**config.mk**
```make
export PLATFORM = sky130hd
export DESIGN_NAME = dma_regs
export DESIGN_NICKNAME = d
export VERILOG_FILES = /design/src/logic/sd_dma_pkg.sv /design/src/logic/dma_regs.sv
export SDC_FILE = /design/constraint.sdc
export NUM_CORES = 1
export LEC_CHECK = 0
export BUFFER_PORTS_ARGS = -buffer_cell sky130_fd_sc_hd__buf_2
export CAP_MARGIN = 20
export CORE_MARGIN = 1
export CORE_UTILIZATION = 44
export CTS_BUF_LIST = sky130_fd_sc_hd__clkbuf_4 sky130_fd_sc_hd__clkbuf_8
export CTS_CLUSTER_SIZE = 8
export DETAILED_ROUTE_END_ITERATION = 8
export GPL_ROUTABILITY_DRIVEN = 0
export PLACE_DENSITY = 0.88
export SLEW_MARGIN = 20
export SYNTH_ARGS = -nofsm -noshare
export SYNTH_HDL_FRONTEND = slang
export SYNTH_SLANG_ARGS = --single-unit
```
**constraint.sdc**
```tcl
create_clock -name CLK -period 2.4 [get_ports CLK]
set_input_delay 0.24 -clock CLK [delete_from_list [all_inputs] [get_ports CLK]]
set_output_delay 0.24 -clock CLK [all_outputs]
set_load 0.1 [all_outputs]
```
**src/logic/sd_dma_pkg.sv**
```systemverilog
//////////////////////////////////////////////////
// shared widths and types for the adma datapath
// register offsets, descriptor fields, fsm states
//////////////////////////////////////////////////

package sd_dma_pkg;

   // basic data types
   typedef logic [31:0] addr_t;       // byte address
   typedef logic [31:0] word_t;       // ram / fifo data word
   typedef logic [7:0]  ram_index_t;  // word index into system ram
   typedef logic [15:0] count_t;      // transferred word count

   localparam int RAM_WORDS  = 256;
   localparam int FIFO_DEPTH = 8;
   localparam int FIFO_PTR_W = 3;     // log2 of fifo depth

   typedef logic [FIFO_PTR_W-1:0] fifo_ptr_t;
   typedef logic [FIFO_PTR_W:0]   fifo_cnt_t;  // one extra bit for full

   //////////////////////////////////////////////////
   // register map
   //////////////////////////////////////////////////
   localparam addr_t REG_CTRL   = 32'h0000_0000;
   localparam addr_t REG_BASE   = 32'h0000_0004;
   localparam addr_t REG_STATUS = 32'h0000_0008;
   localparam addr_t REG_COUNT  = 32'h0000_000C;

   //////////////////////////////////////////////////
   // descriptor word 0 layout
   //////////////////////////////////////////////////
   localparam int ATTR_VALID  = 0;
   localparam int ATTR_END    = 1;
   localparam int ACT_LSB     = 4;    // 2 bit action field
   localparam int LEN_LSB     = 16;   // 16 bit byte length
   localparam int DESC_STRIDE = 8;    // bytes per descriptor

   localparam logic [1:0] ACT_NOP  = 2'b00;
   localparam logic [1:0] ACT_TRAN = 2'b10;
   localparam logic [1:0] ACT_LINK = 2'b11;

   typedef enum logic [2:0] {
      ST_IDLE,
      ST_FETCH0,   // read word 0
      ST_FETCH1,   // read word 1, latch word 0
      ST_DECODE,
      ST_DATA,
      ST_DONE,
      ST_ERROR
   } engine_state_t;

endpackage

```
**src/logic/dma_regs.sv**
```systemverilog
//////////////////////////////////////////////////
// axi4-lite register slave for the adma engine
// ctrl / base / status / count registers
// sticky done and error flags
//////////////////////////////////////////////////
`timescale 1ns/1ps

module dma_regs (
   input  logic                CLK,
   input  logic                rst_n,
   // write address
   input  sd_dma_pkg::addr_t   awaddr,
   input  logic                awvalid,
   output logic                awready,
   // write data
   input  sd_dma_pkg::word_t   wdata,
   input  logic                wvalid,
   output logic                wready,
   // write response
   output logic [1:0]          bresp,
   output logic                bvalid,
   input  logic                bready,
   // read address
   input  sd_dma_pkg::addr_t   araddr,
   input  logic                arvalid,
   output logic                arready,
   // read data
   output sd_dma_pkg::word_t   rdata,
   output logic [1:0]          rresp,
   output logic                rvalid,
   input  logic                rready,
   // engine side
   output logic                start,
   output sd_dma_pkg::addr_t   desc_base,
   input  logic                busy,
   input  logic                done_pulse,
   input  logic                error_pulse,
   input  sd_dma_pkg::count_t  word_count
);

   logic              wr_go;      // write accepted this cycle
   logic              rd_go;      // read address accepted
   logic              done_bit;
   logic              error_bit;
   sd_dma_pkg::word_t rd_mux;

   assign wr_go   = awvalid && wvalid && !bvalid;
   assign awready = wr_go;        // both raised together
   assign wready  = wr_go;
   assign arready = !rvalid;      // one read outstanding
   assign rd_go   = arvalid && arready;
   assign bresp   = 2'b00;        // always okay
   assign rresp   = 2'b00;

   //////////////////////////////////////////////////
   // write path
   //////////////////////////////////////////////////
   always_ff @(posedge CLK) begin
      if (!rst_n) begin
         bvalid    <= 1'b0;
         start     <= 1'b0;
         desc_base <= '0;
      end else begin
         // kick only when the engine is idle
         start <= wr_go && (awaddr == sd_dma_pkg::REG_CTRL) && wdata[0] && !busy;
         if (wr_go) begin
            bvalid <= 1'b1;
            if (awaddr == sd_dma_pkg::REG_BASE) begin
               desc_base <= wdata;
            end
         end else if (bready) begin
            bvalid <= 1'b0;       // response taken
         end
      end
   end

   // sticky flags, new start wipes them
   always_ff @(posedge CLK) begin
      if (!rst_n) begin
         done_bit  <= 1'b0;
         error_bit <= 1'b0;
      end else if (start) begin
         done_bit  <= 1'b0;
         error_bit <= 1'b0;
      end else begin
         if (done_pulse)  done_bit  <= 1'b1;
         if (error_pulse) error_bit <= 1'b1;
      end
   end

   //////////////////////////////////////////////////
   // read path
   //////////////////////////////////////////////////
   always_comb begin
      case (araddr)
         sd_dma_pkg::REG_BASE:   rd_mux = desc_base;
         sd_dma_pkg::REG_STATUS: rd_mux = {29'b0, error_bit, done_bit, busy};
         sd_dma_pkg::REG_COUNT:  rd_mux = {16'b0, word_count};
         default:                rd_mux = '0;  // ctrl self clears, rest unmapped
      endcase
   end

   always_ff @(posedge CLK) begin
      if (!rst_n) begin
         rvalid <= 1'b0;
      end else if (rd_go) begin
         rvalid <= 1'b1;
      end else if (rready) begin
         rvalid <= 1'b0;
      end
   end

   always_ff @(posedge CLK) begin
      if (rd_go) begin
         rdata <= rd_mux;         // held until rready
      end
   end

endmodule

```
# Word level (Yosys, flattened, before mapping)
# Cells that the tools add are included.
totals:
  n_memories: 0
  inputBits: 122
  latchBits: 0
  mem_bits_rw: 0
  romBits: 0
  ff_bits: 69
  out_inout_bits: 74
classes:
  n_div: 0
  muxes: 5
  n_eq_ne: 4
  bitwise_logic: 1
  multipliers: 0
  n_lt_le_gt_ge: 0
  addsub: 0
  n_shift: 0
  n_reduce_logical: 14
ops:
  columns: ["operator", "n"]
  rows:
  - ["$pmux 32 s3", 1]
  - ["$eq 32x3->1 const B", 2]
  - ["$eq 32x4->1 const B", 2]
  - ["$logic_not 32->1", 1]
  - ["$logic_and 1x1->1", 6]
  - ["$mux 1", 4]
  - ["$reduce_bool 2->1", 2]
  - ["$logic_not 1->1", 3]
  - ["$reduce_and 2->1", 1]
  - ["$reduce_or 2->1", 1]
  - ["$not 1->1", 1]

# Longest topological paths before layout
depth:
  depth_word: 5
  depth_mapped: 5
  depth_no_buf: 4

# Worst setup path after synthesis
# No wires, ideal clock.
synth_timing:
  path_kind: "register -> register"
  from: "register rvalid"
  to: "register rdata[0] (enable)"
  synth_period_minus_slack_ns: 2.687
  path_slack_ns: -0.287
  stages_incl_launch_ff: 2
  arrival_ns: 2.263
  required_time_ns: 1.976
  path_cell_list: "dfxtp_1 -> nor2b_1"
synth_via:
  elab_chain_len: 2
synth_rtl:
  columns: ["item", "line_no", "source"]
  rows:
  - ["start, declared", "dma_regs.sv:30", "output logic rvalid,"]
  - ["start signal, assigned", "dma_regs.sv:105", "rvalid <= 1'b0;"]
  - ["start signal, assigned", "dma_regs.sv:107", "rvalid <= 1'b1;"]
  - ["start signal, assigned", "dma_regs.sv:109", "rvalid <= 1'b0;"]
  - ["$logic_not 1->1", "dma_regs.sv:50", "assign arready = !rvalid;"]
  - ["$logic_and 1x1->1", "dma_regs.sv:51", "assign rd_go = arvalid && arready;"]
  - ["via rd_go", "dma_regs.sv:42", "logic rd_go;"]
  - ["end signal, assigned", "dma_regs.sv:115", "rdata <= rd_mux;"]
  - ["end, declared", "dma_regs.sv:28", "output sd_dma_pkg::word_t rdata,"]
# The timed path passes the listed nets, and every way through them passes these cells.
# A chain may end at the register's enable or synchronous reset.

# Worst setup path after layout
layout_timing:
  from: "register bvalid"
  to: "register desc_base[5]"
layout_via:
  elab_chain_len: 3
layout_rtl:
  columns: ["item", "line_no", "source"]
  rows:
  - ["start, declared", "dma_regs.sv:21", "output logic bvalid,"]
  - ["start signal, assigned", "dma_regs.sv:60", "bvalid <= 1'b0;"]
  - ["start signal, assigned", "dma_regs.sv:67", "bvalid <= 1'b1;"]
  - ["start signal, assigned", "dma_regs.sv:72", "bvalid <= 1'b0;"]
  - ["$logic_not 1->1", "dma_regs.sv:47", "assign wr_go = awvalid && wvalid && !bvalid;"]
  - ["$logic_and 1x1->1", "dma_regs.sv:47", null]
  - ["$reduce_and 2->1 (no source line)", null, null]
  - ["end signal, assigned", "dma_regs.sv:69", "desc_base <= wdata;"]
  - ["end, declared", "dma_regs.sv:34", "output sd_dma_pkg::addr_t desc_base,"]
# No other way between the ends.

==> run summary <==
Num Clock Sinks: 69
Vias in the first global route: 2,635
DRT Wirelength: 7460 µm
Ys flop type: dfxtp_1
RSZ-0062 raised after global routing: false
Sequential area share after synthesis: 56.4%
Finish-stage setup viols: 0
Grt total ovfl: 0
CP max FO: 32
First-pass GRT wire length: 11,700 µm
Die X: 84.8 µm
Top Ports: 196
CP peak stage delay: 0.32 ns
Library cells used by synthesis: 30
Final hold vios: 0
Maximum root-to-sink buffer count: 2
Worst hold start: done_pulse
Share of synthesized registers carrying an async set or reset: 0%
FF+latch count, synth: 69
Total power: 2.70 mW
Max_slew headroom: 66.0%
CP Data Required Time: 2.65 ns
Slew of the pin with the lowest slew margin: 0.510 ns
Multi-input logic area: 1210 µm²
Layout cell share with drive strength beyond 1: 46.2%
Post-synth EDFFs: 32
P_leak: 1.96 nW
Violated checks: DRC
Largest net degree at the start of global routing: 41
CTS Hold Bufs: 0
Slew Viols, Final: 0
Final worst path period need: 1.64 ns
# nets final: 593
VDD IR max: 0.000353 V
Routed vias/inst: 4.88
Die area: 7200 µm²
Initial antenna violation count: 0
DRT antenna net count: 0
Initial core utilization: 46.5%
HPWL reported at the end of detailed placement: 5830 µm
Cts bufs inserted: 9
Initial DRC count: 87
Total GRT Usage: 21.2%
Setup slack, reg-to-reg: 0.76 ns
Count leader, synth: nand2_1
Cells after Synth: 281
Status: finished, violations left
IO buf count: 191
Hold EP: done_bit
Root buf cell: clkbuf_8
Post-synth top area cell: edfxtp_1
Register-to-Register Path Depth: 5
Post-route setup TNS: 0 ns
WL/cell: 13.5 µm
PostCTS Resize Cnt: 0
H-tree depth: 3
Type of the worst min-delay path: primary input to register
Core area: 6490 µm²
Antenna cell count: 0
Cell Area, Synth: 3020 µm²
Filler cell count: 529
Mean post-synth cell area: 10.7 µm²
Postcts setup bufs: 0
Setup crit start kind: register
Reg-to-Reg Start: bvalid
Vias: 2,699
Critical path cell sequence: and3b_4, nand3_2, nor4_4, buf_12, mux2i_1
Max Cap Viol: 0
Worst Path Arrival: 1.89 ns
Reg area: 1700 µm²
Power per Cell Area: 639 nW/µm²
Top cells by count, synth: 66 x nand2_1, 48 x mux2i_1, 37 x dfxtp_1, 32 x edfxtp_1, 24 x nor2_1
Layout Area Growth over Synthesis: 39.7%
FMAX: 610 MHz
Critical R2R Capture: desc_base[5]
Ranking of synthesized cells by area: edfxtp_1 32%, dfxtp_1 25%, mux2i_1 16%, nand2_1 8.2%, and2_1 3.3%
Critical Path Sink Type: register
Clock skew: 0.00978 ns
Number of synthesis warnings: 0
CTS clk-pin slew, worst paths: 0.07 ns
Clock Latency Late Sink: 0.33 ns
Slowest CP cell: dfxtp_1
Crit share post-route: 68.3%
WHS Path Cells: 3
DIE HEIGHT: 84.8 µm
DRC: 11
CTS tree: built
Setup CP Type: register to register
Synth top area share: 31.8%
First-pass iteration count of the detailed router: 8
Cell Rows: 29
-- flip-flops by register name, indices dropped and copies added, names as in the netlist --
| signal | count |
|---|---|
| done_bit | 1 |
| desc_base | 32 |
| bvalid | 1 |
| rvalid | 1 |
| rdata | 32 |
| error_bit | 1 |
| start | 1 |
-- where the power goes --
group	switching [mW]	internal, mW
registers	0.00978	1.26
clock network	0.405	0.528
logic	0.371	0.121
-- how the worst max path moves through the flow --
stage               start             to  cells past startpoint
2_1_floorplan      bvalid   desc_base[0]                      5
4_1_cts            bvalid  desc_base[21]                      5
3_5_place_dp   araddr[26]      rdata[10]                      5
6_report           bvalid   desc_base[5]                      5
3_3_place_gp   araddr[18]      rdata[15]                      5
5_1_grt            bvalid  desc_base[23]                      5
-- worst max-delay path, delay by kind of cell (launching register included) --
family                 cells  cell delay, ns
multiplexers               1            0.23
flip-flops                 1            0.32
AND/OR/NAND/NOR            3            0.72
buffers and inverters      1            0.28
-- logic make-up after synthesis --
logic type / after synthesis / share of synthesized area, %
AO/OA/AOI/OAI: 5 / 1.08
buffers and inverters: 22 / 4.23
flip-flops: 69 / 56.4
multiplexers: 48 / 15.9
other: 1 / 0.124
AND/OR/NAND/NOR: 136 / 22.3
-- layout by cell type (no fill, tap or decap), types with 4 or more instances in the layout --
cell / instances
buf_2: 191
mux2i_1: 48
nor4_1: 12
and2_1: 16
conb_1: 4
dfxtp_1: 37
edfxtp_1: 32
nor2_1: 24
clkbuf_8: 10
nand2_1: 66
-- metal layers --
layer  vias to the layer above  GRT usage (%)  share of wire, %
met5                         -              0                 0
met1                      1227           22.5                41
li1                       1341              -                 -
met2                       118           40.0                52
met4                         0           9.55               1.7
met3                        13           4.67               5.3
-- layout make-up --
| class | instances | share of cell area, % |
|---|---|---|
| flip-flops and latches | 69 | 40.4 |
| multi-input cells | 193 | 28.7 |
| repair buffers | 195 | 23.7 |
| clock buffers | 12 | 3.62 |
| well taps | 77 | 2.28 |
| clock inverters | 4 | 1.13 |
| inverters | 3 | 0.267 |
-- metrics by stage --
stage	std cells	worst slack, ns	util [%]	hold WS [ns]	instance area, µm²
after floorplan	284	0.00931	-	0.356	3030
after global routing	553	0.636	64.9	0.124	4220
after CTS	553	0.739	64.9	0.102	4220
after global placement	537	0.739	61.8	0.441	4020
after detailed placement	537	0.678	61.8	0.457	4020
final	553	0.760	64.9	0.120	4220
No activity file was read; power rests on OpenSTA's default activity.
