--- src/logic/sd_dma_pkg.sv ---
//////////////////////////////////////////////////
// shared widths and types for the adma datapath
// register offsets, descriptor fields, fsm states
//////////////////////////////////////////////////

package sd_dma_pkg;

   // basic data types
   typedef logic [31:0] addr_t;       // byte address
   typedef logic [31:0] word_t;       // ram / fifo data word
   typedef logic [7:0]  ram_index_t;  // word index into system ram
   typedef logic [15:0] count_t;      // transferred word count

   localparam int RAM_WORDS  = 256;
   localparam int FIFO_DEPTH = 8;
   localparam int FIFO_PTR_W = 3;     // log2 of fifo depth

   typedef logic [FIFO_PTR_W-1:0] fifo_ptr_t;
   typedef logic [FIFO_PTR_W:0]   fifo_cnt_t;  // one extra bit for full

   //////////////////////////////////////////////////
   // register map
   //////////////////////////////////////////////////
   localparam addr_t REG_CTRL   = 32'h0000_0000;
   localparam addr_t REG_BASE   = 32'h0000_0004;
   localparam addr_t REG_STATUS = 32'h0000_0008;
   localparam addr_t REG_COUNT  = 32'h0000_000C;

   //////////////////////////////////////////////////
   // descriptor word 0 layout
   //////////////////////////////////////////////////
   localparam int ATTR_VALID  = 0;
   localparam int ATTR_END    = 1;
   localparam int ACT_LSB     = 4;    // 2 bit action field
   localparam int LEN_LSB     = 16;   // 16 bit byte length
   localparam int DESC_STRIDE = 8;    // bytes per descriptor

   localparam logic [1:0] ACT_NOP  = 2'b00;
   localparam logic [1:0] ACT_TRAN = 2'b10;
   localparam logic [1:0] ACT_LINK = 2'b11;

   typedef enum logic [2:0] {
      ST_IDLE,
      ST_FETCH0,   // read word 0
      ST_FETCH1,   // read word 1, latch word 0
      ST_DECODE,
      ST_DATA,
      ST_DONE,
      ST_ERROR
   } engine_state_t;

endpackage

--- src/logic/adma_engine.sv ---
//////////////////////////////////////////////////
// adma descriptor engine
// fetch, decode, link and tran streaming to fifo
//////////////////////////////////////////////////
`timescale 1ns/1ps

module adma_engine (
   input  logic                CLK,
   input  logic                rst_n,
   input  logic                start,
   input  sd_dma_pkg::addr_t   desc_base,
   // status back to registers
   output logic                busy,
   output logic                done_pulse,
   output logic                error_pulse,
   output sd_dma_pkg::count_t  word_count,
   // ram engine port
   output logic                eng_rd_en,
   output sd_dma_pkg::addr_t   eng_addr,
   input  sd_dma_pkg::word_t   eng_rdata,
   // fifo push side
   output logic                push,
   output sd_dma_pkg::word_t   push_data,
   input  logic                full,
   input  logic                almost_full
);

   sd_dma_pkg::engine_state_t state;

   sd_dma_pkg::addr_t  desc_addr;    // current descriptor
   sd_dma_pkg::addr_t  data_addr;    // next data word to read
   sd_dma_pkg::word_t  desc_w0;      // latched attribute / length word
   sd_dma_pkg::count_t reads_left;   // data reads still to issue
   logic               rd_inflight;  // data read issued last cycle

   logic               d_valid;
   logic               d_end;
   logic [1:0]         d_act;
   sd_dma_pkg::count_t d_words;      // length in words
   logic               rd_go;

   // word 0 fields
   assign d_valid = desc_w0[sd_dma_pkg::ATTR_VALID];
   assign d_end   = desc_w0[sd_dma_pkg::ATTR_END];
   assign d_act   = desc_w0[sd_dma_pkg::ACT_LSB +: 2];
   assign d_words = desc_w0[sd_dma_pkg::LEN_LSB +: 16] >> 2;  // low len bits ignored

   // room for the word in flight plus this one
   assign rd_go = (state == sd_dma_pkg::ST_DATA) && (reads_left != '0) &&
                  (rd_inflight ? !almost_full : !full);

   assign push        = rd_inflight;  // ram data lands one cycle later
   assign push_data   = eng_rdata;
   assign busy        = (state != sd_dma_pkg::ST_IDLE);
   assign done_pulse  = (state == sd_dma_pkg::ST_DONE);
   assign error_pulse = (state == sd_dma_pkg::ST_ERROR);

   //////////////////////////////////////////////////
   // ram port mux
   //////////////////////////////////////////////////
   always_comb begin
      eng_rd_en = 1'b0;
      eng_addr  = desc_addr;
      case (state)
         sd_dma_pkg::ST_FETCH0: begin
            eng_rd_en = 1'b1;
         end
         sd_dma_pkg::ST_FETCH1: begin
            eng_rd_en = 1'b1;
            eng_addr  = desc_addr + 32'd4;  // word 1
         end
         sd_dma_pkg::ST_DATA: begin
            eng_rd_en = rd_go;
            eng_addr  = data_addr;
         end
         default: ;
      endcase
   end

   //////////////////////////////////////////////////
   // descriptor state machine
   //////////////////////////////////////////////////
   always_ff @(posedge CLK) begin
      if (!rst_n) begin
         state       <= sd_dma_pkg::ST_IDLE;
         rd_inflight <= 1'b0;
         reads_left  <= '0;
         word_count  <= '0;
      end else begin
         rd_inflight <= rd_go;
         if (push) begin
            word_count <= word_count + 16'd1;
         end
         case (state)
            sd_dma_pkg::ST_IDLE: begin
               if (start) begin
                  desc_addr  <= desc_base;
                  word_count <= '0;
                  state      <= sd_dma_pkg::ST_FETCH0;
               end
            end
            sd_dma_pkg::ST_FETCH0: begin
               state <= sd_dma_pkg::ST_FETCH1;
            end
            sd_dma_pkg::ST_FETCH1: begin
               desc_w0 <= eng_rdata;        // word 0 back now
               state   <= sd_dma_pkg::ST_DECODE;
            end
            sd_dma_pkg::ST_DECODE: begin     // eng_rdata holds word 1 here
               if (!d_valid) begin
                  state <= sd_dma_pkg::ST_ERROR;
               end else if (d_act == sd_dma_pkg::ACT_LINK) begin
                  desc_addr <= eng_rdata;    // jump, end bit not honoured
                  state     <= sd_dma_pkg::ST_FETCH0;
               end else if (d_act == sd_dma_pkg::ACT_TRAN && d_words != '0) begin
                  data_addr  <= eng_rdata;
                  reads_left <= d_words;
                  state      <= sd_dma_pkg::ST_DATA;
               end else if (d_end) begin     // nop, empty tran
                  state <= sd_dma_pkg::ST_DONE;
               end else begin
                  desc_addr <= desc_addr + 32'(sd_dma_pkg::DESC_STRIDE);
                  state     <= sd_dma_pkg::ST_FETCH0;
               end
            end
            sd_dma_pkg::ST_DATA: begin
               if (rd_go) begin
                  data_addr  <= data_addr + 32'd4;
                  reads_left <= reads_left - 16'd1;
               end else if (reads_left == '0) begin
                  // last word pushes this cycle at the latest
                  if (d_end) begin
                     state <= sd_dma_pkg::ST_DONE;
                  end else begin
                     desc_addr <= desc_addr + 32'(sd_dma_pkg::DESC_STRIDE);
                     state     <= sd_dma_pkg::ST_FETCH0;
                  end
               end
            end
            sd_dma_pkg::ST_DONE: begin
               state <= sd_dma_pkg::ST_IDLE;
            end
            sd_dma_pkg::ST_ERROR: begin
               state <= sd_dma_pkg::ST_IDLE;
            end
            default: begin
               state <= sd_dma_pkg::ST_IDLE;
            end
         endcase
      end
   end

endmodule

--- config.mk ---
export PLATFORM = sky130hd
export DESIGN_NAME = adma_engine
export DESIGN_NICKNAME = d
export VERILOG_FILES = /design/src/logic/sd_dma_pkg.sv /design/src/logic/adma_engine.sv
export SDC_FILE = /design/constraint.sdc
export NUM_CORES = 1
export LEC_CHECK = 0
export ABC_AREA = 1
export CORE_AREA = 2 2 135 137
export DETAILED_ROUTE_END_ITERATION = 7
export DIE_AREA = 0 0 137 139
export DONT_BUFFER_PORTS = 1
export HOLD_SLACK_MARGIN = 0.15
export PLACE_DENSITY = 0.73
export SLEW_MARGIN = 20
export SYNTH_ARGS = -nofsm -noshare
export SYNTH_HDL_FRONTEND = slang
export SYNTH_SLANG_ARGS = --single-unit
--- constraint.sdc ---
create_clock -name CLK -period 8.2 [get_ports CLK]
set_input_delay 0.41 -clock CLK [delete_from_list [all_inputs] [get_ports CLK]]
set_output_delay 0.41 -clock CLK [all_outputs]
set_load 0.05 [all_outputs]
== Word-level counts from Yosys, hierarchy flattened ==
Cells that the tools add are included.

* Memories kept: 0
* Logic and storage cells: 78
* Bits in writable memories: 0
* Input port bits: 69
* Output and inout bits: 85
* Register bits: 132
* Bits in read-only memories: 0
* Bits in latches: 0

* $lt $le $gt $ge: 0
* Divide/modulo/power cells: 0
* Bitwise operators: 0
* Multiplexer cells: 32
* Add/sub/neg operators: 5
* Multiply operators: 0
* Reductions and logical operators: 18
* Equal/unequal tests: 16
* Shift operators: 0

{| class="wikitable"
|+ Operators by type and width
! operator !! number
|-
| $mux W32 || 11
|-
| $pmux W32 S2 || 2
|-
| $mux W16 || 7
|-
| $pmux W32 S3 || 1
|-
| $add A32 B3 Y32 const B || 2
|-
| $add A32 B4 Y32 const B || 1
|-
| $pmux W16 S2 || 1
|-
| $reduce_bool A16 Y1 || 2
|-
| $mux W3 || 7
|-
| $add A16 B1 Y16 const B || 1
|-
| $logic_not A16 Y1 || 1
|-
| $sub A16 B1 Y16 const B || 1
|-
| $pmux W3 S5 || 1
|-
| $ne A2 B2 Y1 const B || 6
|-
| $eq A3 B3 Y1 const B || 3
|-
| $reduce_and A7 Y1 || 1
|-
| $eq A3 B2 Y1 const B || 2
|-
| $reduce_and A6 Y1 || 1
|-
| $reduce_bool A3 Y1 || 2
|-
| $reduce_and A5 Y1 || 1
|-
| $eq A2 B2 Y1 const B || 2
|-
| $eq A3 B1 Y1 const B || 1
|-
| $logic_and A1 B1 Y1 || 3
|-
| $logic_not A3 Y1 || 1
|-
| 9 further kinds || 10
|}

== Depth between registers and ports, before layout ==
* Depth after elaboration: 6
* Mapped depth: 12
* Gate-level depth less buffers: 11

== Worst setup path before layout ==
OpenSTA, ideal clock, no wires.

* Kind: flip-flop to flip-flop
* Start point: reg state[0]
* End point: reg desc_addr[10], enable pin
* Slack: 5362 ps
* Period minus slack after synthesis: 2838 ps
* Setup time: 415 ps
* Required time: 7785 ps
* Buffers on the path: 0
* Stages on the path, launching flop included: 7
* Data arrival time: 2423 ps
* Cell sequence: dfxtp_1 nor2_2 inv_2 nor2_1 inv_1 o21ai_1 nor2_1

* Word-level cells in the longest chain between the ends: 5
* Elaborated cells between the ends (all ways): 12
* Classes of those cells: eq/ne: 7; reduce/logical: 5

{| class="wikitable"
|+ Ends and longest elaborated chain
! item !! line !! RTL
|-
| start, declared || adma_engine.sv:28 || <nowiki>sd_dma_pkg::engine_state_t state;</nowiki>
|-
| start signal, assigned || adma_engine.sv:85 || <nowiki>state <= sd_dma_pkg::ST_IDLE;</nowiki>
|-
| start signal, assigned || adma_engine.sv:99 || <nowiki>state <= sd_dma_pkg::ST_FETCH0;</nowiki>
|-
| start signal, assigned || adma_engine.sv:103 || <nowiki>state <= sd_dma_pkg::ST_FETCH1;</nowiki>
|-
| $eq A3 B3 Y1 || adma_engine.sv:49, adma_engine.sv:94 ||
|-
| $logic_and A1 B1 Y1 (2 in series) || adma_engine.sv:49 || <nowiki>assign rd_go = (state == sd_dma_pkg::ST_DATA) && (reads_left != '0) &&</nowiki>
|-
| $ne A2 B2 Y1 (no source line) || n/a ||
|-
| $reduce_and A7 Y1 (no source line) * || n/a ||
|-
| end signal, assigned || adma_engine.sv:97 || <nowiki>desc_addr <= desc_base;</nowiki>
|-
| end signal, assigned || adma_engine.sv:113 || <nowiki>desc_addr <= eng_rdata;</nowiki>
|-
| end signal, assigned || adma_engine.sv:122 || <nowiki>desc_addr <= desc_addr + 32'(sd_dma_pkg::DESC_STRIDE);</nowiki>
|-
| end, declared || adma_engine.sv:30 || <nowiki>sd_dma_pkg::addr_t desc_addr;</nowiki>
|}

Mark *: on every way between the ends. The rest lies on a longest branch, timed or not.
A chain may end at the register's enable or synchronous reset.

== Worst setup path after layout ==
* Start point: reg state[0]
* End point: out eng_addr[18]

* Word-level cells in the longest chain between the ends: 2
* Elaborated cells between the ends (all ways): 3
* Classes of those cells: eq/ne: 2; mux: 1

{| class="wikitable"
|+ Ends and longest elaborated chain
! item !! line !! RTL
|-
| $eq A3 B3 Y1 / $eq A3 B2 Y1 (equally long branches) || adma_engine.sv:64 || <nowiki>case (state)</nowiki>
|-
| $pmux W32 S2 * || adma_engine.sv:64 ||
|-
| end, declared || adma_engine.sv:19 || <nowiki>output sd_dma_pkg::addr_t eng_addr,</nowiki>
|}

Marks and branches as above.

==> flow_metrics.py <==
metrics = {
    "status": {
        "status": "completed",
    },
    "yosys": {
        "synth_warnings": 0,
        "synth_area_um2": 8640,
        "synth_nets": 1356,
        "syn_area_per_cell_um2": 6.74,
        "synth_top_cell_by_area": "edfxtp_1",
        "synth_seq_area_share_pct": 36.8,
        "synth_ff_type": "edfxtp_1",
        "ys_types": 41,
        "yosysTopAreaCellShare_pct": 28.5,
        "synth-async-reset-ratio_pct": 0,
        "synth_edf_count": 82,
        "yosys_register_bits": 118,
        "synth_area_leaders": "edfxtp_1 29%, nand2_1 17%, dfxtp_1 8.3%",
        "synthCells": 1281,
    },
    "sta": {
        "report.final.slew_viol_count": 0,
        "finalCritPeriodShare_pct": 44.2,
        "fmax_mhz": 276,
        "hold_viol": 0,
        "max-slew-margin-rel_pct": 24.7,
        "final.min_clock_period_ns": 3.62,
        "worst_pin_slew_ns": 1.13,
        "setup_viol": 0,
        "holdWs_ns": 0.170,
        "fin_tns_setup_ns": 0,
        "rsz0062_at_grt": "no",
        "skew_ns": 0.00858,
    },
    "final_layout": {
        "seq_area_um2": 3180,
        "fillerInstances": 1727,
        "fin_cells": 1504,
        "multiInputGateArea_um2": 4480,
        "drive_gt1_share_pct": 6.67,
        "areaGrowthSynthToFinish_pct": 8.18,
        "nets": 1336,
    },
    "hold_path": {
        "holdPathEnd": "data_addr[3]$_DFFE_PP_",
        "hold_path_depth": 2,
        "hp-start": "eng_rdata[3]",
        "hold_class": "input pin to flop",
    },
    "global_route": {
        "grt_pass1_wl_um": 44100,
        "grt_usage_pct": 30.8,
        "antenna_found_initial": 1,
        "grt_max_degree": 71,
        "grt_pass1_vias": 7994,
        "grt_overflow": 0,
    },
    "floorplan": {
        "initial_utilization_pct": 48.9,
        "dieArea_um2": 19000,
        "core_area_um2": 17700,
        "die_h_um": 139,
        "rows": 49,
        "die_x_um": 137,
        "io_pins": 154,
    },
    "cts": {
        "cts-resized-gates": 0,
        "clockRootBuffer": "clkbuf_16",
        "cts_buffers": 17,
        "cts_tree": "done",
        "clock_path_buffers": 2,
        "cts_sinks": 118,
        "clock_latency_ns": 0.43,
        "htreeDepth": 4,
        "path_clk_slew_ns": 0.06,
    },
    "routing": {
        "drtIter0Drc": 1123,
        "drc": 0,
        "num_vias": 8690,
        "wl_met1_um": 11900,
        "ant_nets": 0,
        "route.met2.wl_um": 12900,
        "first_pass_iters": 5,
        "highest_layer": "met4",
        "detail_route.wl_per_cell_um": 19.4,
        "drt_wl_total_um": 29200,
        "wl_met3_um": 3130,
        "viasPerCell": 5.78,
    },
    "placed_design": {
        "dp_hpwl_um": 21800,
        "gp_congestion": 1.03,
        "io_buffers": 0,
        "dp.cells": 1452,
    },
    "critical_path": {
        "r2r_start": "state[0]$_SDFFE_PN0P_",
        "cp_top_family": "compound AO/OA/AOI/OAI gates",
        "reg2reg_depth": 8,
        "cp_slowest_stage_delay_ns": 0.97,
        "critPathLaunchType": "flop",
        "cp_num_buf_inv": 3,
        "cp_common_cell": "inv_2",
        "path_max_fanout": 70,
        "crit_type": "flop to output port",
        "path_cells": "nor2_2 -> inv_2 -> nor2_8 -> inv_2 -> buf_4 -> o221ai_1",
        "crit_required_ns": 7.79,
        "setup.worst_path.end_class": "output port",
        "r2r_slack_ns": 5.15,
        "cpMaxStageDelayCell": "o221ai_1",
        "regToRegEndpoint": "data_addr[8]$_DFFE_PP_",
        "worstPathArrival_ns": 3.21,
    },
    "pwr": {
        "cellPowerDensity_nw_per_um2": 255,
        "power_leakage_nw": 3.87,
        "peakVddDrop_v": 0.000152,
        "total_power_mw": 2.38,
    },
    "run": {
        "drv_cap": 0,
    },
}
synthesized netlist by cell type, types with 13 or more instances:
cell type and count:
a21oi_1 39, edfxtp_1 82, nand3_1 113, nand2_1 384
inv_1 147, xor2_1 23, nor2_1 156, o211ai_1 17
buf_2 13, nand4_1 13, buf_4 34, inv_2 14
dfxtp_1 36, o21ai_0 64, o221ai_1 16, nor3_1 26
cell families after synthesis:
| group | Yosys count | synth area share, % |
|---|---|---|
| fa+ha+maj | 6 | 0.869 |
| xor+xnor | 29 | 2.94 |
| simple gates | 732 | 36.2 |
| compound gates | 171 | 11.7 |
| buf+inv | 225 | 11.4 |
| flops | 118 | 36.8 |
area by class of cell:
cell class	count	share of cell area, %
multi-input combinational	938	47.9
antenna	1	0.0268
inverter	162	6.51
clock buffer	18	4.82
clock inverter	14	1.16
tap	229	3.07
timing repair buffer	24	2.44
sequential	118	34.1
routing by layer:
layer / track usage (%) / vias up
met5: 0 / -
met4: 13.6 / 0
met3: 8.59 / 92
met2: 46.8 / 493
met1: 40.7 / 3966
li1: - / 4139
placed cells by master (no fill, tap or decap), types with 3 or more instances in the layout:
cell / n
nand2_1: 384
or2_2: 4
inv_6: 5
nor2_4: 4
dlygate4sd3_1: 19
nor3b_1: 5
edfxtp_1: 82
ha_1: 6
dfxtp_1: 36
o21bai_1: 4
o21a_1: 3
xor2_1: 23
inv_4: 5
xnor2_1: 6
clkbuf_16: 18
o21ai_1: 11
o211ai_1: 17
nor2_2: 14
o21ai_0: 63
o221ai_1: 15
a31oi_1: 11
nor3_2: 3
nand3_1: 113
nand4_1: 13
inv_1: 147
nor2_1: 154
nand3_2: 3
nor3_1: 26
nand3b_1: 4
inv_2: 14
buf_4: 5
a21oi_1: 39
worst register-to-register path, delay by kind of cell (launching register included):
| kind | cells | cell delay [ns] |
|---|---|---|
| flip-flops | 1 | 0.34 |
| buffers and inverters | 2 | 0.51 |
| AND/OR/NAND/NOR | 6 | 1.82 |
sequential cells by signal, summed over array words and instances, names as in the netlist:
name,count
desc_addr,32
state,3
data_addr,32
desc_w0,18
reads_left,16
push,1
word_count,16
where the power goes:
| group | leakage, nW | total [mW] | internal, mW | switching, mW |
|---|---|---|---|---|
| combinational | 2.55 | 0.867 | 0.182 | 0.684 |
| clock | 0.285 | 0.718 | 0.411 | 0.307 |
| sequential | 1.04 | 0.794 | 0.724 | 0.0706 |
worst max-delay path by stage:
stage,start,end,cells after the start
final,state[0]$_SDFFE_PN0P_,eng_addr[18],6
after CTS,state[0]$_SDFFE_PN0P_,eng_addr[18],6
after floorplan,state[0]$_SDFFE_PN0P_,desc_addr[10]$_DFFE_PP_,6
after detailed placement,state[0]$_SDFFE_PN0P_,eng_addr[18],6
after global routing,state[0]$_SDFFE_PN0P_,eng_addr[18],6
after global placement,state[0]$_SDFFE_PN0P_,eng_addr[27],6
stage by stage:
step	worst slack [ns]	instance area (um2)	utilization (%)
after floorplan	5.36	8640	-
after global placement	5.13	8590	48.6
after detailed placement	5.06	8590	48.7
after CTS	4.60	9340	52.9
after global routing	4.40	9340	52.9
final	4.58	9350	52.9
repair_timing:
action,CTS,global route
endpoints found under the hold margin,22,0
buffers inserted,0,0
hold buffers,19,0
(Power assumes the default switching activity.)
