### src/logic/sd_dma_pkg.sv
//////////////////////////////////////////////////
// shared widths and types for the adma datapath
// register offsets, descriptor fields, fsm states
//////////////////////////////////////////////////

package sd_dma_pkg;

   // basic data types
   typedef logic [31:0] addr_t;       // byte address
   typedef logic [31:0] word_t;       // ram / fifo data word
   typedef logic [7:0]  ram_index_t;  // word index into system ram
   typedef logic [15:0] count_t;      // transferred word count

   localparam int RAM_WORDS  = 256;
   localparam int FIFO_DEPTH = 8;
   localparam int FIFO_PTR_W = 3;     // log2 of fifo depth

   typedef logic [FIFO_PTR_W-1:0] fifo_ptr_t;
   typedef logic [FIFO_PTR_W:0]   fifo_cnt_t;  // one extra bit for full

   //////////////////////////////////////////////////
   // register map
   //////////////////////////////////////////////////
   localparam addr_t REG_CTRL   = 32'h0000_0000;
   localparam addr_t REG_BASE   = 32'h0000_0004;
   localparam addr_t REG_STATUS = 32'h0000_0008;
   localparam addr_t REG_COUNT  = 32'h0000_000C;

   //////////////////////////////////////////////////
   // descriptor word 0 layout
   //////////////////////////////////////////////////
   localparam int ATTR_VALID  = 0;
   localparam int ATTR_END    = 1;
   localparam int ACT_LSB     = 4;    // 2 bit action field
   localparam int LEN_LSB     = 16;   // 16 bit byte length
   localparam int DESC_STRIDE = 8;    // bytes per descriptor

   localparam logic [1:0] ACT_NOP  = 2'b00;
   localparam logic [1:0] ACT_TRAN = 2'b10;
   localparam logic [1:0] ACT_LINK = 2'b11;

   typedef enum logic [2:0] {
      ST_IDLE,
      ST_FETCH0,   // read word 0
      ST_FETCH1,   // read word 1, latch word 0
      ST_DECODE,
      ST_DATA,
      ST_DONE,
      ST_ERROR
   } engine_state_t;

endpackage

### src/logic/data_fifo.sv
//////////////////////////////////////////////////
// synchronous data fifo, engine to card port
//////////////////////////////////////////////////
`timescale 1ns/1ps

module data_fifo (
   input  logic               CLK,
   input  logic               rst_n,
   input  logic               push,
   input  sd_dma_pkg::word_t  push_data,
   output logic               full,
   output logic               almost_full,
   output sd_dma_pkg::word_t  card_data,
   output logic               card_valid,
   input  logic               card_ready
);

   sd_dma_pkg::word_t     mem [sd_dma_pkg::FIFO_DEPTH];
   sd_dma_pkg::fifo_ptr_t wr_ptr;
   sd_dma_pkg::fifo_ptr_t rd_ptr;
   sd_dma_pkg::fifo_cnt_t count;   // occupancy
   logic                  do_push;
   logic                  do_pop;

   assign do_push = push && !full;         // dropped when full
   assign do_pop  = card_valid && card_ready;

   assign full        = (count == sd_dma_pkg::fifo_cnt_t'(sd_dma_pkg::FIFO_DEPTH));
   assign almost_full = (count >= sd_dma_pkg::fifo_cnt_t'(sd_dma_pkg::FIFO_DEPTH - 1));
   assign card_valid  = (count != '0);
   assign card_data   = mem[rd_ptr];       // head word

   // storage
   always_ff @(posedge CLK) begin
      if (do_push) begin
         mem[wr_ptr] <= push_data;
      end
   end

   // pointers wrap naturally at depth 8
   always_ff @(posedge CLK) begin
      if (!rst_n) begin
         wr_ptr <= '0;
         rd_ptr <= '0;
         count  <= '0;
      end else begin
         if (do_push) wr_ptr <= wr_ptr + 1'b1;
         if (do_pop)  rd_ptr <= rd_ptr + 1'b1;
         case ({do_push, do_pop})
            2'b10:   count <= count + 1'b1;
            2'b01:   count <= count - 1'b1;
            default: count <= count;        // both or neither
         endcase
      end
   end

endmodule

### config.mk
export PLATFORM = sky130hd
export DESIGN_NAME = data_fifo
export DESIGN_NICKNAME = d
export VERILOG_FILES = /design/src/logic/sd_dma_pkg.sv /design/src/logic/data_fifo.sv
export SDC_FILE = /design/constraint.sdc
export NUM_CORES = 1
export LEC_CHECK = 0
export ABC_AREA = 1
export BUFFER_PORTS_ARGS = -buffer_cell sky130_fd_sc_hd__clkbuf_2
export CAP_MARGIN = 20
export CORE_UTILIZATION = 45
export DETAILED_ROUTE_END_ITERATION = 12
export PLACE_DENSITY_LB_ADDON = 0.3
export SKIP_CTS_REPAIR_TIMING = 1
export SLEW_MARGIN = 40
export SYNTH_ARGS = -nofsm -noshare
export SYNTH_HDL_FRONTEND = slang
export SYNTH_SLANG_ARGS = --single-unit
### constraint.sdc
create_clock -name CLK -period 3 [get_ports CLK]
set_input_delay 0.6 -clock CLK [delete_from_list [all_inputs] [get_ports CLK]]
set_output_delay 0.6 -clock CLK [all_outputs]
set_load 0.005 [all_outputs]
* Yosys cells after proc, flatten, opt, wreduce, memory -nomap -nowiden
Memory sizes are Yosys's and may differ from the RTL's. A register that Yosys moved wholly into a read port is not among the register bits. Cells that the tools add are included.
Word-level totals: output and inout bits 35, latch bits 0, memory bits (read-only) 0, memories 1, register bits 10, word-level logic and storage cells 22, input port bits 36, bits in writable memories 256
Memory list:
- mem | depth 8, width 32, rd ports 1, clocked after memory_dff 1, wr ports 1, line data_fifo.sv:18 | sd_dma_pkg::word_t mem [sd_dma_pkg::FIFO_DEPTH];
Operators by class: reduce and logical (&&, ||, !) cells 5, add/sub/neg operators 4, equality and inequality tests 3, multiply operators 0, div/mod/pow operators 0, bitwise operators 0, mux-type cells 5, order comparisons 1, shift-type cells 0
Operators by type and width (number):
- case mux 4 bit (2 select lines) | 1
- adder 3 x 1 -> 3 bit (second input constant) | 2
- two-way mux 3 bit | 2
- adder 4 x 1 -> 4 bit (second input constant) | 1
- equality test 4 bit (second input constant) | 1
- >= comparator 4 x 3 -> 1 bit (second input constant) | 1
- nonzero test 4 bit | 1
- subtractor 4 x 1 -> 4 bit (second input constant) | 1
- equality test 2 x 1 -> 1 bit (second input constant) | 1
- equality test 2 bit (second input constant) | 1
- logical AND 1 bit | 2
- two-way mux 1 bit | 2
- nonzero test 2 bit | 1
- zero test 1 bit | 1

* Longest topological paths before layout
Gate-level depths: netlist (run 1).
depth in word-level cells 5, mapped depth 14, mapped depth without buffers 14

* Worst setup path after synthesis (run 1)
No wires, ideal clock.
kind input-to-reg, start point input push, end point memory mem[1][0] (netlist name), enable pin, cell stages on the path 4, arrival time 2.266 ns, setup time 0.421 ns, slack 0.313 ns, cells stage by stage nand2_1 nor2_1 inv_1 nor2_1
On the way: cells in the longest elaborated chain, start to end 3
Ends and longest elaborated chain:
- start, declared | line data_fifo.sv:9 | input logic push,
- logical AND 1 bit | line data_fifo.sv:25 | assign do_push = push && !full;
- two-way mux 1 bit | line data_fifo.sv:35 | if (do_push) begin
- two-way mux 1 bit (implied by the code) | line data_fifo.sv:36 | mem[wr_ptr] <= push_data;
- end, declared | line data_fifo.sv:18
Every way passes these cells.

==> metrics.md, run 1 <==
| Metric | Value |
|---|---|
| Number of max-cap violations | 0 |
| R2r startpoint | count[0] |
| Cells after Synth | 817 |
| Post-DR wirelength/cell | roughly 17 um |
| Endpoints failing setup | 0 |
| FF-to-FF setup slack | between 0.7 and 0.8 ns |
| Antenna viol nets, final | 0 |
| Worst R2R End | mem[7][2] |
| Post-DP Area | 11400 sq um |
| Min-delay src | push_data[16] |
| CP Cell Sequence | buf_4 -> o21ai_0 -> o21ai_0 -> nand2_1 -> nand2_1 -> clkbuf_2 |
| H-Tree Depth | 1 |
| Root buffer cell | clkbuf_16 |
| Slack of the critical path | 0.387 ns |
| Max-slew headroom | 59.5% |
| Initial antenna violation count | 1 |
| Die area | about 24000 sq um |
| Via/cell ratio | 5.17 |
| Finished Layout Cells | around 1200 |
| Largest net degree at the start of global routing | 70 |
| Nets | 933 |
| Final Cell Area | around 12000 sq um |
| Pre-antenna DRT Iters | 4 |
| DIE HEIGHT | 156 um |
| Slowest CP cell | dfxtp_4 |
| Cells on worst reg2reg path | 7 |
| Die width | 156 um |
| Clk_skew | 0.00819 ns |
| Total power | 9.94 mW |
| Status | complete, no violations |
| Drc violations | 0 |
| CTS Sinks | roughly 270 |
| YS warnings | 0 |
| Max Slew Vio Count | 0 |
| Crit path buf inv count | 2 |
| Final core occ | between 50 and 60% |
| Setup TNS | 0 ns |
| Worst Path Arrival | 2.01 ns |
| Layout cells sized above 1 | 15.2% |
| DR iter-0 viols | 421 |
| Ranking of synthesized cells by area | edfxtp_1, o21ai_0, nor2_1 |
| Syn Nets | 858 |
| Max Freq | 0.383 GHz |
| Post-DP HPWL | 12.1 mm |
| Most frequent cells in the layout | edfxtp_1, nor2_1, o21ai_0 |
| Worst Setup Start Kind | flip-flop |
| Crit Path Max Fanout | 35 |
| Hold slack | 0.356 ns |
| Cells after DPL | 1175 |
| Core Footprint | 22900 sq um |
| Gpl congestion | 0.719 |
| Clock buffer count from CTS | 28 |
| Number of synthesized register bits | 269 |
| HP Class | in -> reg |
| IO Count | just over 70 |
| CTS tree | done |
| Family with the most delay on the worst path | buffers and inverters |
| Hold path cells | 1 |
| Cell row count | 55 |
| Hold Violations, Final | 0 |
| Sequential-to-total area share from yosys stat | 74.8% |
| Crit Path Class | reg -> out |
| Vias | 6340 |
| Vias in the first global route | 6301 |
| PwrDens | 809 nW/um^2 |
| Final period util | 87.1% |
| Overflow after GRT | 0 |
| Synth cell types | 24 |
| Inserted Diodes | 0 |
| GRT Overall Usage | 17.6% |
| Synth Area per Inst | 13.0 sq um |
| Unrepaired setup endpoints after global routing | no |
| Period minus WS final | 2.61 ns |
| Cell area after synthesis | 10600 sq um |
| Worst min-delay path endpoint | mem[2][16] |
| Peak VDD IR | 0.492 mV |
| Leading area contributor after synthesis | edfxtp_1 |
| Clk buf depth | 3 |
| Total wire length | 20.9 mm |
| Area Overhead vs Synth | 15.6% |
| WP depth | 6 |
| Fill cells | around 1900 |
| Most common cell after layout, fill and taps aside | edfxtp_1 |
| Crit path largest cell delay | around 0.40 ns |
| Leak Pwr | 4.31 nW |
| Worst-path clk slew | about 0.060 ns |
| Required @ worst endpoint | 2.40 ns |
| Place WS | 0.691 ns |
| First-pass GRT wire length | around 33 mm |
| Worst-margin pin slew | 0.606 ns |
| PortBufs | 70 |
| Multi-input logic area | between 2000 and 2500 sq um |
| Clk_lat worst skew | 0.52 ns |
| Sequential Area | between 7000 and 8000 sq um |
| Critical Path End Type | output pin |
| Initial Util | between 40% and 50% |
| Share of the synthesized area in the top cell type | 72.4% |
==> sequential cells by signal, indices dropped and copies added (netlist names), named ones only <==
register  cells
wr_ptr        3
rd_ptr        3
mem         256
count         4
==> report_power, final <==
part	internal [mW]	switching [mW]
Clock	1.77	1.34
Combinational	0.877	1.45
Sequential	4.37	0.138
==> worst max path at each step <==
| stage | start | end | slack [ns] |
|---|---|---|---|
| after floorplan | push | mem[1][0] | 0.31 |
| after global placement | push | mem[7][10] | 0.71 |
| after detailed placement | push | mem[7][2] | 0.69 |
| after CTS | flip-flop | card_data[14] | 0.37 |
| after global routing | flip-flop | card_data[29] | 0.20 |
| final | flip-flop | card_data[30] | 0.39 |
==> final cells by class <==
cell class,instances,share of cell area [%]
Clock buffer,37,6.15
Clock inverter,14,0.611
Inverter,20,0.611
Multi-Input combinational cell,483,19.6
Sequential cell,269,64.8
Tap cell,313,3.19
Timing Repair Buffer,90,5.09
==> synth_stat cells <==
master    number
buf_4          3
clkbuf_2       5
inv_1         19
nand3_1        8
buf_12         2
nand2_1      112
mux2i_1       32
buf_6          2
nor2_1       145
xnor2_1        2
o21ai_1       21
o22ai_1       32
buf_8          1
nor3_1         1
o21ai_0      116
and3_1         1
inv_2          1
buf_1          4
buf_2         12
ha_1           5
clkbuf_1      16
dfxtp_1       13
edfxtp_1     256
a21oi_1        8
==> per-layer routing <==
layer / GRT usage, % / wire [um] / vias to the layer above
li1: - / - / 3092
met1: 23.1 / 9370 / 3084
met2: 30.3 / 10300 / 129
met3: 2.86 / 809 / 33
met4: 4.67 / 432 / 2
met5: 0 / 17 / -
==> kinds of logic after synthesis <==
group | count (synthesis) | synth area share, %
multiplexers | 32 | 3.01
AO/OA/AOI/OAI | 177 | 8.71
adder cells (fa/ha/maj) | 5 | 0.589
buffers and inverters | 65 | 3.16
flip-flops | 269 | 74.8
XOR/XNOR | 2 | 0.165
AND/OR/NAND/NOR | 267 | 9.56
No activity file was read; power rests on OpenSTA's default activity.
==> run 2, diff against run 1 <==
ABC_AREA = default   (was 1)
==> run 2 against run 1 <==
Setup slack worse by 0.16 ns; clock-buffer cell count is 9 lower; synthesized cell count is 45% lower; clock skew is 0.013 ns higher; die area is 3.1% lower.
==> metrics.md, run 2 <==
| Metric | Value |
|---|---|
| Max-slew headroom | approximately 57% |
| Crit path largest cell delay | 0.61 ns |
| Overflow after GRT | 0 |
| Peak VDD IR | 0.471 mV |
| Initial antenna violation count | 0 |
| Most common cell in the netlist | edfxtp_1 |
| Top flop regs | mem (256), count (4) |
| Most common cell after layout, fill and taps aside | edfxtp_1 |
| Area Overhead vs Synth | 17.3% |
| YS warnings | 0 |
| Slowest CP cell | dfxtp_2 |
| Cells after DPL | 795 |
| Worst Path Arrival | 2.17 ns |
| Clk_lat worst skew | between 0.5 and 0.6 ns |
| CTS tree | done |
| Critical Path End Type | output pin |
| PortBufs | 70 |
| DIE HEIGHT | 153 um |
| Worst-margin pin slew | around 0.64 ns |
| CP Cell Sequence | buf_12 -> mux4_2 -> mux2_2 -> clkbuf_2 |
| Fill cells | ~1600 |
| Worst Setup Start Kind | flip-flop |
| Layout cells sized above 1 | 43.4% |
| Status | complete, no violations |
| Synth cell types | 35 |
| Clk buf depth | 3 |
| Top reg by flops | mem |
| H-Tree Depth | 1 |
| Sequential-to-total area share from yosys stat | 77.3% |
| Gpl congestion | approximately 0.7 |
| Synth async-reset ratio | 0% |
| Most frequent cells in the layout | edfxtp_1, clkbuf_2, mux4_2 |
| Crit Path Class | reg -> out |
| Endpoints failing setup | 0 |
| Clk_skew | 0.0207 ns |
| Nets | 589 |
| First-pass GRT wire length | 29.6 mm |
| Number of synthesized register bits | 269 |
| Core Footprint | 22100 sq um |
| Total wire length | 18.7 mm |
| Die area | 23500 sq um |
| Leak Pwr | 3.94 nW |
| Unrepaired setup endpoints after global routing | no |
| Inserted Diodes | 0 |
| Post-DR wirelength/cell | approximately 22 um |
| Pre-antenna DRT Iters | 4 |
| Number of synthesized flops with an enable pin | 256 |
| Commonest cells in the netlist | edfxtp_1, mux4_2, mux2_2 |
| Top FF cell, synth | edfxtp_1 |
| Max reg flops | ~260 |
| Number of max-cap violations | 0 |
| HP Class | in -> reg |
| Clock buffer count from CTS | 27 |
| Hold Violations, Final | 0 |
| Post-DP HPWL | 11.0 mm |
| Root buffer cell | clkbuf_16 |
| GRT Overall Usage | 16.8% |
| Largest net degree at the start of global routing | 33 |
| Synth Area per Inst | around 23 sq um |
| Leading area contributor after synthesis | edfxtp_1 |
| Via/cell ratio | 5.48 |
| Family with the most delay on the worst path | multiplexers |
| Period minus WS final | around 2.8 ns |
| Worst-path clk slew | approximately 0.060 ns |
| Die width | 153 um |
| Vias in the first global route | just over 5000 |
| Drc violations | 0 |
| Initial Util | 46.6% |
| Max Slew Vio Count | 0 |
| PwrDens | between 700 and 800 nW/um^2 |
| Ranking of synthesized cells by area | edfxtp_1, mux4_2, mux2_2 |
| DR iter-0 viols | between 200 and 300 |
| Antenna viol nets, final | 0 |
| Syn Nets | just under 500 |
| CTS Sinks | 269 |
| Required @ worst endpoint | 2.40 ns |
| Vias | between 4000 and 5000 |
| IO Count | just over 70 |
| Finished Layout Cells | around 850 |
| Cells after Synth | around 450 |
| Crit path buf inv count | 2 |
| Cell row count | 54 |
| Max Freq | 0.361 GHz |
| Cell area after synthesis | 10300 sq um |
| Share of the synthesized area in the top cell type | 74.7% |
| Crit Path Max Fanout | 27 |
| Final core occ | 54.6% |
| Final period util | 92.4% |
[run 2: kinds of logic after synthesis]
group,share of synthesized area [%]
AO/OA/AOI/OAI,0.596
flip-flops,77.3
buffers and inverters,1.22
multiplexers,17.7
XOR/XNOR,0.596
AND/OR/NAND/NOR,2.02
adder cells (fa/ha/maj),0.608
[run 2: path summary, 6_finish.rpt]
path | startpoint | to | slack (ns) | cells past startpoint
max reg2reg | count[1] | count[2] | 0.37 | 10
min | push_data[12] | mem[1][12] | 0.35 | 1
max | flip-flop | card_data[17] | 0.23 | 4
min reg2reg | rd_ptr[1] | flip-flop | 0.49 | 2
[run 2: area by class of cell]
type / instances / area (sq um) / area share (%)
clock inverter: 22 / 213 / 1.76
timing repair buffer: 93 / 589 / 4.88
sequential: 269 / 7950 / 65.9
inverter: 2 / 7.51 / 0.0622
clock buffer: 28 / 679 / 5.63
multi-input combinational: 155 / 2280 / 18.9
tap: 280 / 350 / 2.90
[run 2: per-stage QoR]
stage	worst slack (ns)	power (mW)	cell area [sq um]	TNS (ns)	hold WS (ns)
finish	0.228	9.53	12100	0	0.346
global route	0.131	9.93	12100	0	0.337
CTS	0.00610	9.63	12000	0	0.322
detailed placement	0.415	6.30	11100	0	0.492
global placement	0.546	6.24	11100	0	0.491
floorplan	-0.446	5.71	10300	-42.79	0.466
[run 2: worst reg2reg max path, delay by kind of cell (launching register included)]
kind / cells / cell delay (ns)
adders and majority gates: 2 / 0.45
DFF: 1 / 0.39
xor gates and xnor gates: 2 / 0.28
and+or+nand+nor: 3 / 1.02
buffers and inverters: 1 / 0.08
AOI/OAI and AO/OA: 2 / 0.33
[run 2: where the power goes]
part	switching, mW	internal [mW]	total, mW
combinational	0.783	0.968	1.75
clock	1.33	1.99	3.32
sequential	0.122	4.34	4.46
[run 2: routing by layer]
layer,routed length (um),vias up,global-route usage (%)
li1,-,2075,-
met1,7970,2448,21.8
met2,9620,105,29.4
met3,844,25,3.06
met4,288,0,4.18
met5,0,-,0
==> run 3, diff against run 2 <==
CTS_BUF_LIST = sky130_fd_sc_hd__clkbuf_8   (was default)
==> run 3 against run 2 <==
Sequential share of layout area up 0.70 points; cell area shrank 1.0%; cell count increased by 2.8%; register-to-register slack about the same; combinational power barely moved; critical path depth unchanged; setup slack worse by 0.0051 ns; clock skew fell by 0.0012 ns; hold slack worse by 0.0098 ns; clock-buffer cell count grew 16; non-clock buffer count did not move; largest power group unchanged.
==> metrics.md, run 3 (synthesized netlist as in run 2, its figures left out) <==
| Metric | Value |
|---|---|
| DIE HEIGHT | 153 um |
| Total power | 9.00 mW |
| Max Freq | 0.360 GHz |
| Clock buffer count from CTS | 43 |
| GRT Overall Usage | 17.1% |
| Drc violations | 0 |
| Initial Util | 46.6% |
| Peak VDD IR | 0.373 mV |
| Worst-margin pin slew | around 0.66 ns |
| Slowest CP cell | dfxtp_2 |
| CTS Sinks | 269 |
| Vias in the first global route | 5368 |
| Post-DR wirelength/cell | approximately 22 um |
| Hold Violations, Final | 0 |
| Pre-antenna DRT Iters | 4 |
| R2r startpoint | count[1] |
| PortBufs | 70 |
| Status | complete, no violations |
| Most common cell after layout, fill and taps aside | edfxtp_1 |
| Critical Path End Type | output pin |
| CP Cell Sequence | buf_12 -> mux4_2 -> mux2_2 -> clkbuf_2 |
| Clk_skew | 0.0196 ns |
| Clk_lat worst skew | around 0.53 ns |
| Root buffer cell | clkbuf_8 |
| Max-slew headroom | between 50% and 60% |
| Die width | ~150 um |
| Initial antenna violation count | 0 |
| Period minus WS final | 2.78 ns |
| Largest net degree at the start of global routing | 33 |
| Final Cell Area | 11900 sq um |
| Setup TNS | 0 ns |
| Worst min-delay path endpoint | mem[3][9] |
| Total wire length | 18.8 mm |
| Most frequent cells in the layout | edfxtp_1, clkbuf_2, mux4_2 |
| Worst-path clk slew | 0.06 ns |
| Core Footprint | between 20000 and 25000 sq um |
| Worst Path Arrival | approximately 2.2 ns |
| H-Tree Depth | 2 |
| Hold path cells | 1 |
| HP Class | in -> reg |
| Cells on worst reg2reg path | 10 |
| Clk buf depth | 3 |
| Area Overhead vs Synth | 16.1% |
| Family with the most delay on the worst path | multiplexers |
| Crit Path Class | reg -> out |
| Die area | 23500 sq um |
| Post-DP Area | between 10000 and 15000 sq um |
| Inserted Diodes | 0 |
| Layout cells sized above 1 | between 40% and 50% |
| Crit path largest cell delay | 0.60 ns |
| Max reg flops | 256 |
| Number of max-cap violations | 0 |
| PwrDens | 754 nW/um^2 |
| Unrepaired setup endpoints after global routing | no |
| Gpl congestion | 0.698 |
| Leak Pwr | 3.94 nW |
| First-pass GRT wire length | 30.0 mm |
| IO Count | 71 |
| Endpoints failing setup | 0 |
| Min-delay src | push_data[9] |
| Crit Path Max Fanout | 27 |
| Post-DP HPWL | 11.0 mm |
| Overflow after GRT | 0 |
| CTS tree | done |
| Vias | about 4800 |
| Top reg by flops | mem |
| Place WS | between 0.4 and 0.5 ns |
| Final period util | 92.6% |
| Finished Layout Cells | 873 |
| Cell row count | 54 |
| Max Slew Vio Count | 0 |
| FF-to-FF setup slack | 0.38 ns |
| Worst R2R End | count[2] |
| Worst Setup Start Kind | flip-flop |
| DR iter-0 viols | 308 |
| Via/cell ratio | 5.45 |
| Required @ worst endpoint | 2.40 ns |
| Crit path buf inv count | 2 |
| Slack of the critical path | 0.223 ns |
| Top flop regs | mem (256), count (4) |
| Antenna viol nets, final | 0 |
| Nets | 605 |
| Cells after DPL | 795 |
[run 3: worst max path at each step]
stage | from | to | slack (ns) | cells after the start
after CTS | flip-flop | card_data[6] | 0.01 | 4
after detailed placement | count[1] | count[2] | 0.41 | 10
final | flip-flop | card_data[17] | 0.22 | 4
after global routing | flip-flop | card_data[2] | 0.12 | 4
after global placement | count[0] | count[2] | 0.55 | 10
after floorplan | count[0] | mem[1][0] | -0.45 | 4
[run 3: per-layer routing]
layer / vias to the layer above / global-route usage [%] / wire (um)
met4: 0 / 5.48 / 346
met5: - / 0 / 0
li1: 2108 / - / -
met1: 2503 / 21.6 / 8030
met2: 114 / 29.4 / 9640
met3: 36 / 3.54 / 828
[run 3: layout make-up]
cell class,count,area [sq um]
Clock inverter,30,160
Fill cell,1658,10100
Multi-Input combinational cell,155,2280
Clock buffer,44,606
Sequential cell,269,7950
Inverter,2,7.51
Timing Repair Buffer,93,589
Tap cell,280,350
[run 3: worst register-to-register path: cells and delay by family, from the launching register on]
kind,cells,cell delay [ns]
buffers and inverters,1,0.08
XOR/XNOR,2,0.28
AO/OA/AOI/OAI,2,0.33
AND/OR/NAND/NOR,3,1.02
adder cells (fa/ha/maj),2,0.45
flip-flops,1,0.39
[run 3: power breakdown]
part	internal, mW	switching, mW
Clock	1.45	1.34
Sequential	4.34	0.121
Combinational	0.968	0.780
Total	6.76	2.24
[run 3: stage by stage]
| step | hold WS, ns | utilization (%) |
|---|---|---|
| global placement | 0.491 | 50.4 |
| detailed placement | 0.492 | 50.4 |
| finish | 0.336 | 54.1 |
| global route | 0.316 | 54.1 |
| CTS | 0.293 | 53.9 |
| floorplan | 0.466 | - |
